<file path="src/video_pkg.sv">
`default_nettype none

package video_pkg;

   localparam int meta_width     = 16;
   localparam int lut_addr_width = 10;

   // pixel beat type carried alongside every stream word.
   typedef enum logic [2:0] {
      dt_frame_start = 3'd0,
      dt_line_start  = 3'd1,
      dt_pixel       = 3'd2,
      dt_line_end    = 3'd3,
      dt_frame_end   = 3'd4
   } dtype_e;

   typedef enum logic [15:0] {
      term_lookup_map    = 16'h0001,
      term_chroma_offset = 16'h0002
   } term_e;

   localparam logic [15:0] status_ok       = 16'h0000;
   localparam logic [15:0] status_bad_term = 16'hffff; // no terminal answered.

endpackage

`default_nettype wire

</file>
<file path="src/di_bus_if.sv">
`timescale 1ns/1ps
`default_nettype none

interface di_bus_if #(
   parameter int di_data_width = 16
);

   logic                     sel;
   logic [31:0]              reg_addr;
   logic                     read_mode;
   logic                     read_req;
   logic                     write_mode;
   logic                     write;
   logic [di_data_width-1:0] datai;

   logic                     read_rdy;
   logic [di_data_width-1:0] datao;
   logic                     write_rdy;
   logic [15:0]              status;

   modport host (
      output sel, reg_addr, read_mode, read_req, write_mode, write, datai,
      input  read_rdy, datao, write_rdy, status
   );

   modport term (
      input  sel, reg_addr, read_mode, read_req, write_mode, write, datai,
      output read_rdy, datao, write_rdy, status
   );

endinterface

`default_nettype wire

</file>
<file path="src/di_term_decoder.sv">
`timescale 1ns/1ps
`default_nettype none

module di_term_decoder #(
   parameter int di_data_width = 16
) (
   input  logic                     di_clk,
   input  logic                     resetb,
   input  video_pkg::term_e         di_term_addr,
   input  logic [31:0]              di_reg_addr,
   input  logic                     di_read_mode,
   input  logic                     di_read_req,
   input  logic                     di_write_mode,
   input  logic                     di_write,
   input  logic [di_data_width-1:0] di_reg_datai,
   output logic                     di_read_rdy,
   output logic [di_data_width-1:0] di_reg_datao,
   output logic                     di_write_rdy,
   output logic [15:0]              di_transfer_status,
   di_bus_if.host                   lut_bus,
   di_bus_if.host                   chroma_bus
);
   import video_pkg::*;

   logic lut_hit;
   logic chroma_hit;
   logic bad_rd_d1;
   logic bad_wr_d1;

   always_comb begin
      lut_hit    = 1'b0;
      chroma_hit = 1'b0;
      case (di_term_addr)
         term_lookup_map:    lut_hit    = 1'b1;
         term_chroma_offset: chroma_hit = 1'b1;
         default: ;
      endcase
   end

   assign lut_bus.sel        = lut_hit;
   assign lut_bus.reg_addr   = di_reg_addr;
   assign lut_bus.read_mode  = di_read_mode;
   assign lut_bus.read_req   = di_read_req;
   assign lut_bus.write_mode = di_write_mode;
   assign lut_bus.write      = di_write;
   assign lut_bus.datai      = di_reg_datai;

   assign chroma_bus.sel        = chroma_hit;
   assign chroma_bus.reg_addr   = di_reg_addr;
   assign chroma_bus.read_mode  = di_read_mode;
   assign chroma_bus.read_req   = di_read_req;
   assign chroma_bus.write_mode = di_write_mode;
   assign chroma_bus.write      = di_write;
   assign chroma_bus.datai      = di_reg_datai;

   always_ff @(posedge di_clk or negedge resetb) begin
      if (!resetb) begin
         bad_rd_d1          <= 1'b0;
         bad_wr_d1          <= 1'b0;
         di_read_rdy        <= 1'b0;
         di_write_rdy       <= 1'b0;
         di_reg_datao       <= '0;
         di_transfer_status <= status_ok;
      end else begin
         // unknown terminals get the same two cycle latency as real ones.
         bad_rd_d1    <= !lut_hit && !chroma_hit && di_read_req;
         bad_wr_d1    <= !lut_hit && !chroma_hit && di_write;
         di_read_rdy  <= lut_bus.read_rdy || chroma_bus.read_rdy || bad_rd_d1;
         di_write_rdy <= lut_bus.write_rdy || chroma_bus.write_rdy || bad_wr_d1;
         if (lut_bus.read_rdy || lut_bus.write_rdy) begin
            di_reg_datao       <= lut_bus.read_rdy ? lut_bus.datao : '0;
            di_transfer_status <= lut_bus.status;
         end else if (chroma_bus.read_rdy || chroma_bus.write_rdy) begin
            di_reg_datao       <= chroma_bus.read_rdy ? chroma_bus.datao : '0;
            di_transfer_status <= chroma_bus.status;
         end else if (bad_rd_d1 || bad_wr_d1) begin
            di_reg_datao       <= '0;
            di_transfer_status <= status_bad_term;
         end
      end
   end

endmodule

`default_nettype wire

</file>
<file path="src/flat_wrapper.sv">
// flat-port wrapper written by rule: the top's interface ports become plain ports
module di_term_decoder_flat import video_pkg::*;
#(
   parameter int di_data_width = 16
)
  (di_clk, resetb, di_term_addr, di_reg_addr, di_read_mode, di_read_req, di_write_mode, di_write, di_reg_datai, di_read_rdy, di_reg_datao, di_write_rdy, di_transfer_status, lut_bus_sel, lut_bus_reg_addr, lut_bus_read_mode, lut_bus_read_req, lut_bus_write_mode, lut_bus_write, lut_bus_datai, lut_bus_read_rdy, lut_bus_datao, lut_bus_write_rdy, lut_bus_status, chroma_bus_sel, chroma_bus_reg_addr, chroma_bus_read_mode, chroma_bus_read_req, chroma_bus_write_mode, chroma_bus_write, chroma_bus_datai, chroma_bus_read_rdy, chroma_bus_datao, chroma_bus_write_rdy, chroma_bus_status);
  di_bus_if #(.di_data_width(di_data_width)) lut_bus_i ();
  di_bus_if #(.di_data_width(di_data_width)) chroma_bus_i ();
  input  logic di_clk;
  input  logic resetb;
  input  video_pkg::term_e di_term_addr;
  input  logic [31:0] di_reg_addr;
  input  logic di_read_mode;
  input  logic di_read_req;
  input  logic di_write_mode;
  input  logic di_write;
  input  logic [di_data_width-1:0] di_reg_datai;
  output logic di_read_rdy;
  output logic [di_data_width-1:0] di_reg_datao;
  output logic di_write_rdy;
  output logic [15:0] di_transfer_status;
  output wire logic [$bits(lut_bus_i.sel)-1:0] lut_bus_sel;
  output wire logic [$bits(lut_bus_i.reg_addr)-1:0] lut_bus_reg_addr;
  output wire logic [$bits(lut_bus_i.read_mode)-1:0] lut_bus_read_mode;
  output wire logic [$bits(lut_bus_i.read_req)-1:0] lut_bus_read_req;
  output wire logic [$bits(lut_bus_i.write_mode)-1:0] lut_bus_write_mode;
  output wire logic [$bits(lut_bus_i.write)-1:0] lut_bus_write;
  output wire logic [$bits(lut_bus_i.datai)-1:0] lut_bus_datai;
  input wire logic [$bits(lut_bus_i.read_rdy)-1:0] lut_bus_read_rdy;
  input wire logic [$bits(lut_bus_i.datao)-1:0] lut_bus_datao;
  input wire logic [$bits(lut_bus_i.write_rdy)-1:0] lut_bus_write_rdy;
  input wire logic [$bits(lut_bus_i.status)-1:0] lut_bus_status;
  output wire logic [$bits(chroma_bus_i.sel)-1:0] chroma_bus_sel;
  output wire logic [$bits(chroma_bus_i.reg_addr)-1:0] chroma_bus_reg_addr;
  output wire logic [$bits(chroma_bus_i.read_mode)-1:0] chroma_bus_read_mode;
  output wire logic [$bits(chroma_bus_i.read_req)-1:0] chroma_bus_read_req;
  output wire logic [$bits(chroma_bus_i.write_mode)-1:0] chroma_bus_write_mode;
  output wire logic [$bits(chroma_bus_i.write)-1:0] chroma_bus_write;
  output wire logic [$bits(chroma_bus_i.datai)-1:0] chroma_bus_datai;
  input wire logic [$bits(chroma_bus_i.read_rdy)-1:0] chroma_bus_read_rdy;
  input wire logic [$bits(chroma_bus_i.datao)-1:0] chroma_bus_datao;
  input wire logic [$bits(chroma_bus_i.write_rdy)-1:0] chroma_bus_write_rdy;
  input wire logic [$bits(chroma_bus_i.status)-1:0] chroma_bus_status;
  assign lut_bus_sel = lut_bus_i.sel;
  assign lut_bus_reg_addr = lut_bus_i.reg_addr;
  assign lut_bus_read_mode = lut_bus_i.read_mode;
  assign lut_bus_read_req = lut_bus_i.read_req;
  assign lut_bus_write_mode = lut_bus_i.write_mode;
  assign lut_bus_write = lut_bus_i.write;
  assign lut_bus_datai = lut_bus_i.datai;
  assign lut_bus_i.read_rdy = lut_bus_read_rdy;
  assign lut_bus_i.datao = lut_bus_datao;
  assign lut_bus_i.write_rdy = lut_bus_write_rdy;
  assign lut_bus_i.status = lut_bus_status;
  assign chroma_bus_sel = chroma_bus_i.sel;
  assign chroma_bus_reg_addr = chroma_bus_i.reg_addr;
  assign chroma_bus_read_mode = chroma_bus_i.read_mode;
  assign chroma_bus_read_req = chroma_bus_i.read_req;
  assign chroma_bus_write_mode = chroma_bus_i.write_mode;
  assign chroma_bus_write = chroma_bus_i.write;
  assign chroma_bus_datai = chroma_bus_i.datai;
  assign chroma_bus_i.read_rdy = chroma_bus_read_rdy;
  assign chroma_bus_i.datao = chroma_bus_datao;
  assign chroma_bus_i.write_rdy = chroma_bus_write_rdy;
  assign chroma_bus_i.status = chroma_bus_status;
  di_term_decoder #(.di_data_width(di_data_width)) u_core (.di_clk(di_clk), .resetb(resetb), .di_term_addr(di_term_addr), .di_reg_addr(di_reg_addr), .di_read_mode(di_read_mode), .di_read_req(di_read_req), .di_write_mode(di_write_mode), .di_write(di_write), .di_reg_datai(di_reg_datai), .di_read_rdy(di_read_rdy), .di_reg_datao(di_reg_datao), .di_write_rdy(di_write_rdy), .di_transfer_status(di_transfer_status), .lut_bus(lut_bus_i), .chroma_bus(chroma_bus_i));
endmodule
</file>
<file path="config.mk">
export PLATFORM = sky130hd
export DESIGN_NAME = di_term_decoder_flat
export DESIGN_NICKNAME = d
export VERILOG_FILES = /design/src/video_pkg.sv /design/src/di_bus_if.sv /design/src/di_term_decoder.sv /design/src/flat_wrapper.sv
export SDC_FILE = /design/constraint.sdc
export NUM_CORES = 1
export LEC_CHECK = 0
export BUFFER_PORTS_ARGS = -buffer_cell sky130_fd_sc_hd__buf_2
export CAP_MARGIN = 40
export CORE_AREA = 10 10 99 101
export DETAILED_ROUTE_END_ITERATION = 10
export DIE_AREA = 0 0 109 111
export PLACE_DENSITY = 0.82
export SYNTH_ARGS = -nofsm -noshare
export SYNTH_HDL_FRONTEND = slang
export SYNTH_SLANG_ARGS = --single-unit
</file>
<file path="constraint.sdc">
create_clock -name di_clk -period 1.6 [get_ports di_clk]
set_input_delay 0.24 -clock di_clk [delete_from_list [all_inputs] [get_ports di_clk]]
set_output_delay 0.24 -clock di_clk [all_outputs]
set_load 0.005 [all_outputs]
</file>
== Word level (Yosys, flattened, before mapping) ==
Cells that the tools add are included.

* Bits in registers: 36
* Input bits: 138
* Output and inout bits: 140

* Equal/unequal tests: 2
* Multiplexer cells: 10
* Reduce and logical (&&, ||, !) cells: 13

{| class="wikitable"
|+ Operator list
! operator !! number
|-
| $mux 16 || 8
|-
| $eq 16x1->1 const B || 1
|-
| $eq 16x2->1 const B || 1
|-
| $logic_or 1x1->1 || 7
|-
| $logic_and 1x1->1 || 3
|-
| $reduce_bool 3->1 || 1
|-
| $logic_not 1->1 || 2
|-
| $mux 1 || 2
|}

== Longest topological paths before layout ==
Gate-level depths: netlist of run 1.

* Depth in word-level cells: 5
* Depth in mapped cells: 6
* Depth with buffers taken out: 3

== Worst setup path after synthesis of run 1 ==
OpenSTA, ideal clock, no wires.

* Kind: flip-flop to flip-flop
* Start point: register u_core.bad_rd_d1
* End point: register u_core.di_transfer_status[14]
* Library setup time: 0.125 ns
* Data arrival time: 1.270 ns
* Slack: 0.205 ns
* Stages on the path, launching flop included: 6
* Cell sequence: dfrtp_1 nor4_4 and2_1 buf_4 buf_4 o31ai_1

* Cells in the longest elaborated chain, start to end: 2

{| class="wikitable"
|+ RTL lines
! item !! RTL line !! RTL
|-
| from (decl) || di_term_decoder.sv:27 || <nowiki>logic bad_rd_d1;</nowiki>
|-
| from (signal assigned) || di_term_decoder.sv:66 || <nowiki>bad_rd_d1 <= !lut_hit && !chroma_hit && di_read_req;</nowiki>
|-
| $logic_or 1x1->1 || di_term_decoder.sv:76 || <nowiki>end else if (bad_rd_d1 || bad_wr_d1) begin</nowiki>
|-
| $reduce_bool 3->1 (no source line) || - ||
|-
| to (signal assigned) || di_term_decoder.sv:72 || <nowiki>di_transfer_status <= lut_bus.status;</nowiki>
|-
| to (signal assigned) || di_term_decoder.sv:75 || <nowiki>di_transfer_status <= chroma_bus.status;</nowiki>
|-
| to (signal assigned) || di_term_decoder.sv:78 || <nowiki>di_transfer_status <= status_bad_term;</nowiki>
|-
| to (decl) || di_term_decoder.sv:19 || <nowiki>output logic [15:0] di_transfer_status,</nowiki>
|}

No other way between the ends.
A chain may end at the register's enable or synchronous reset.

== Final worst setup path of run 1 ==
* Start point: input di_term_addr[10]
* End point: output lut_bus_sel

* Cells in the longest elaborated chain, start to end: 2

{| class="wikitable"
|+ RTL lines
! item !! RTL line !! RTL
|-
| from (decl) || flat_wrapper.sv:11 || <nowiki>input video_pkg::term_e di_term_addr;</nowiki>
|-
| $eq 16x1->1 || di_term_decoder.sv:33 || <nowiki>case (di_term_addr)</nowiki>
|-
| $mux 1 || di_term_decoder.sv:33 ||
|-
| to (decl) || flat_wrapper.sv:22 || <nowiki>output wire logic [$bits(lut_bus_i.sel)-1:0] lut_bus_sel;</nowiki>
|}

No other way between the ends.

==> results of run 1 <==
==> worst register-to-register path: stages, from the launching register on <==
cell and delay [ps]:
dfrtp_1 410, nor4_4 270, and2_1 290, buf_12 210, a221o_1 190
==> final timing paths <==
kind	from	end	slack (ps)	cells past startpoint
min reg2reg	u_core.di_transfer_status[14]	u_core.di_transfer_status[14]	500	2
min in group asynchronous	resetb	u_core.di_transfer_status[7]	530	3
min	lut_bus_datao[6]	u_core.di_reg_datao[6]	190	2
max	di_term_addr[10]	lut_bus_sel	80	5
max reg2reg	u_core.bad_rd_d1	u_core.di_reg_datao[3]	160	4
max in group asynchronous	resetb	u_core.di_transfer_status[0]	730	3
==> logic make-up after synthesis <==
| family | Yosys count | synth area share (%) |
|---|---|---|
| flip-flops | 36 | 36.02 |
| AO/OA/AOI/OAI | 34 | 11.81 |
| XOR/XNOR | 1 | 0.3502 |
| buffers and inverters | 120 | 34.77 |
| AND/OR/NAND/NOR | 79 | 17.06 |
==> sequential cells by signal (all words and copies together) (netlist names) <==
signal,flops
u_core.bad_rd_d1,1
u_core.di_reg_datao,16
u_core.di_read_rdy,1
u_core.di_transfer_status,16
u_core.bad_wr_d1,1
u_core.di_write_rdy,1
==> power by group <==
part,total [mW],internal (mW),switching (mW)
Combinational,0.384,0.199,0.185
Sequential,1.01,0.977,0.0361
Clock,0.787,0.461,0.326
Total,2.18,1.64,0.547
==> stage by stage <==
stage	area, um^2	util, %	hold WS (ps)
after detailed placement	2484	31.17	304.0
after CTS	2605	32.69	174.9
after global placement	2484	31.17	302.8
final	2618	32.85	186.6
after floorplan	2501	-	-55.59
after global routing	2618	32.85	175.3
==> per-layer routing <==
layer / wire length (um) / share of wire (%) / up-vias
met5: 7 / 0.083 / -
met4: 119 / 1.4 / 2
met3: 1381 / 16 / 25
met2: 4480 / 53 / 183
met1: 2428 / 29 / 905
li1: - / - / 887
==> synthesized netlist by cell type (all sizes together) <==
master / n
xor2: 1
nand3: 16
a221o: 16
nand4: 1
a21boi: 2
nor4: 4
and4: 1
or2: 1
dfrtp: 36
nor2: 19
and2: 1
and3: 16
o31ai: 16
clkbuf: 7
nor3: 16
nor3b: 2
or3: 2
buf: 113
==> repair_timing <==
action	4_1_cts	5_1_grt
resized for setup	0	2
endpoints found under the setup margin	0	1
hold buffers	1	0
hold endpoints to repair	27	0
==> cell type report <==
class	instances	area, um^2	share of cell area (%)
Sequential cell	36	900.9	34.42
Tap cell	105	131.4	5.019
Timing Repair Buffer	135	723.2	27.63
Multi-Input combinational cell	114	750.7	28.68
Clock buffer	5	68.82	2.629
Clock inverter	3	42.54	1.625
==> summary.txt, run 1 <==
Outcome: complete, no violations
Starting Density: 31.39%
Clock buffer depth: 2
1st-iter DRT viols: 92
Total gr overflow: 0
Sink Count: 36
CTS HTree Levels: 2
RSZ-0062 raised after global routing: no
Ranking of synthesized cells by area: dfrtp_1 36%, buf_4 32%, a221o_1 6.4%
Register area share after synthesis: 36.02%
Synth Warn #: 0
# rows: 33
Maxcap violations: 0
Type of the most critical hold path: in2reg
Syn Nets: 408
Req. time, crit path: 1360 ps
Largest net degree at the start of global routing: 49
Drt first pass iters: 6
Worst path cell trace: buf_2, nor4_1, nand4_1, nor3b_1, buf_2
Vias in the first global route: 2,040
Most frequent cells in the layout: 127 x buf_2, 36 x dfrtp_1, 18 x nor2_1
Fin. Hold Viols: 0
Register bit total from synthesis: 36
Reg clk slew, reported paths: 80 ps
Gr busiest metal: met2
Final WL: 8417 um
Layout Nets: 430
Crit share post-route: 94.76%
CP most frequent cell: buf_2
DIE AREA: 12,100 um^2
Fill cell count: 783
PwrDens: 834.2 nW/um^2
Overall power: 2.184 mW
I/O Pins: 278
Top cell type's share of synthesized area: 36.02%
Total CTS buffers: 5
Met1 usage: 10.68%
CP Launch Type: input port
Ant diodes: 0
Die width: 109 um
Post-Place Cells: 389
Layout Area Growth over Synthesis: 4.652%
Pre-CTS setup slack: 64.49 ps
Critical Path Max Stage Delay: 330 ps
Root buffer cell: clkbuf_8
Routed len/inst: 21.15 um
CP max FO: 2
Worst setup EP type: output pin
Final slew viol count: 0
Fin worst setup slack: 83.80 ps
CTS tree: yes
Post-synth top area cell: dfrtp_1
Met3 usage: 7.558%
WS Path Type: in2out
Worst skew pair latency: 280 ps
CORE AREA: 7969 um^2
Setup violators final: 0
Synth cell types: 21
Worst VDD drop: 0.3530 mV
Fin Setup TNS: 0 ps
RD Place Congestion: 0.8687
Rel. slew slack: 69.16%
DRC violations left: 0
Minimum clock period: 1516 ps
Critical Path AT: 1280 ps
Routed Antenna Nets: 0
Met2 GRT Util: 23.17%
Fin cells: 398
Cell count after synthesis: 270
Vias: 2,002
Clock skew: 5.823 ps
Share of cells above drive strength 1: 50.17%
Max Freq: 0.6595 GHz
Top delay family on crit path: simple AND/OR/NAND/NOR gates
Post-CTS Setup Bufs: 0
Crit path buf inv count: 2
Slew @ Worst Pin: 462.5 ps
Antenna violations before repair: 1
Total Routing Usage GR: 12.53%
Die H: 111 um
Most common cell after layout, fill and taps aside: buf_2
Pleak: 1.284 nW
First-pass GRT wire length: 12,100 um
Post-Syn Area: 2501 um^2
Worst path slowest cell: nor4_1
Mapped Avg Cell Area: 9.264 um^2
Vias per std cell: 5.030
Buffers on Ports: 127
Post-DP HPWL: 7015 um
No activity file was read; power rests on OpenSTA's default activity.
==> run 2, diff against run 1 <==
==> constraint.sdc (replaced) <==
create_clock -name di_clk -period 1.6 [get_ports di_clk]
set_input_delay 0.24 -clock di_clk [delete_from_list [all_inputs] [get_ports di_clk]]
set_output_delay 0.24 -clock di_clk [all_outputs]
set_load 0.05 [all_outputs]
==> run 2 against run 1 <==
Maximum frequency is 2.3% lower. Clock-buffer cell count is 1 higher. Clock skew is 1.3 ps lower. Critical path depth stayed put. Clock power is 2% lower. Via count is 2.4% higher. Utilization hardly changed. First-iteration DRC count is 57% higher. Sequential power hardly changed. Global-route usage is 0.33 points higher. Sequential share of layout area hardly changed. Critical path type unchanged. Critical endpoint is now chroma_bus_sel.
==> summary.txt, run 2 (synthesis gave the netlist of run 1 again) <==
Vias in the first global route: 2,030
Reg clk slew, reported paths: 70 ps
1st-iter DRT viols: 144
Routed len/inst: 21.97 um
WS Path Type: in2out
CP max FO: 2
Post-CTS Setup Bufs: 0
Sw Pwr: 0.7835 mW
CTS tree: yes
DRC violations left: 0
RD Place Congestion: 0.9311
Drt first pass iters: 4
Overall power: 2.421 mW
Maxcap violations: 0
Total gr overflow: 0
Die H: 111 um
Worst VDD drop: 0.2890 mV
Clock skew: 4.503 ps
Worst skew pair latency: 280 ps
Final slew viol count: 0
Crit share post-route: 96.95%
CTS HTree Levels: 2
Max Freq: 0.6446 GHz
Clock power share: 32.0%
Vias per std cell: 5.166
Routed Antenna Nets: 0
Total CTS buffers: 5
Outcome: complete, no violations
Clock buffer depth: 2
Minimum clock period: 1551 ps
Root buffer cell: clkbuf_8
# rows: 33
Type of the most critical hold path: in2async
Final WL: 8723 um
Most frequent cells in the layout: 125 x buf_2, 36 x dfrtp_1, 18 x nor2_1
CP Launch Type: input port
DIE AREA: 12,100 um^2
Vias: 2,051
Number of hold buffers added after cts: 0
Total Routing Usage GR: 12.86%
Switching fraction of total power: 32.37%
Critical Path AT: 1310 ps
CP Depth: 5
Worst path cell trace: buf_2, nor4_1, nand4_1, nor3b_2, buf_4
CORE AREA: 7969 um^2
Critical Path Max Stage Delay: 320 ps
Logic gate share of total power: 26.0%
P_int: 1.637 mW
Crit path buf inv count: 2
Req. time, crit path: 1360 ps
Die width: 109 um
Top delay family on crit path: simple AND/OR/NAND/NOR gates
Pleak: 1.277 nW
Largest net degree at the start of global routing: 49
Most common cell after layout, fill and taps aside: buf_2
First-pass GRT wire length: 12,260 um
Layout Utilization: 32.80%
Setup violators final: 0
Worst path slowest cell: nor4_1
Rel. slew slack: 47.49%
Worst Reg-to-Reg Cells: 4
Layout Area Growth over Synthesis: 4.502%
Largest regs: u_core.di_reg_datao: 16 flops, u_core.di_transfer_status: 16 flops
Antenna violations before repair: 2
Share of cells above drive strength 1: 50.52%
Fin. Hold Viols: 0
Slew @ Worst Pin: 787.7 ps
Worst setup EP type: output pin
Buffers on Ports: 127
Layout Nets: 428
Starting Density: 31.39%
I/O Pins: 278
Fill cell count: 808
Sequential share of power: 42.0%
Sink Count: 36
Post-DP HPWL: 7313 um
PwrDens: 926.1 nW/um^2
[run 2: cell count changes in the layout (fill, tap and decap cells not counted), sizes merged]
cell / delta
dlygate4sd3: -1
diode: +1
clkbuf: +2
clkinvlp: -1
buf: -2
[run 2: stage by stage]
step	TNS [ps]	cell area, um^2	instances	hold WS, ps	setup WS, ps
global route	-2.439	2611	396	108.9	-2.439
finish	0	2614	397	40.55	48.75
CTS	0	2594	396	66.08	1.566
detailed placement	0	2486	388	378.4	1.180
global placement	0	2486	388	358.0	52.33
floorplan	-117.8	2511	270	-55.59	-69.23
[run 2: path summary, 6_finish.rpt]
check / start / end / slack, ps
worst min register to register: u_core.di_transfer_status[7] / u_core.di_transfer_status[7] / 510
worst max-delay path: di_term_addr[3] / chroma_bus_sel / 50
worst min-delay path: resetb / u_core.di_transfer_status[9] / 40
worst max register to register: u_core.bad_rd_d1 / u_core.di_transfer_status[3] / 210
max in group asynchronous: resetb / u_core.di_transfer_status[12] / 1060
min in group di_clk: lut_bus_datao[3] / u_core.di_reg_datao[3] / 190
[run 2: routing by layer]
metal	routed length (um)	part of all wire (%)	global-route usage [%]	vias to the layer above
li1	-	-	-	881
met3	1622	19	8.895	30
met5	13	0.15	0	-
met2	4391	50	22.45	209
met1	2429	28	10.86	929
met4	266	3.0	5.453	2
[run 2: power by group through the flow]
stage	Sequential [mW]	Clock, mW	Combinational (mW)
floorplan	1.26	0	0.828
global placement	1.03	0	0.623
detailed placement	1.03	0	0.634
CTS	1.01	0.800	0.635
global route	1.02	0.853	0.671
finish	1.02	0.775	0.629
[run 2: area by class of cell]
type / instances / area, um^2 / area share, %
well taps: 105 / 131.4 / 5.026
flip-flops and latches: 36 / 900.9 / 34.47
diodes: 1 / 2.502 / 0.09574
multi-input cells: 114 / 760.7 / 29.10
repair buffers: 133 / 710.7 / 27.19
clock buffers: 6 / 72.57 / 2.776
clock inverters: 2 / 35.03 / 1.340
[run 2: what timing repair did]
action / CTS / global route
endpoints found under the setup margin: 0 / 2
gates resized for setup: 0 / 5
hold endpoints to repair: 0 / 0
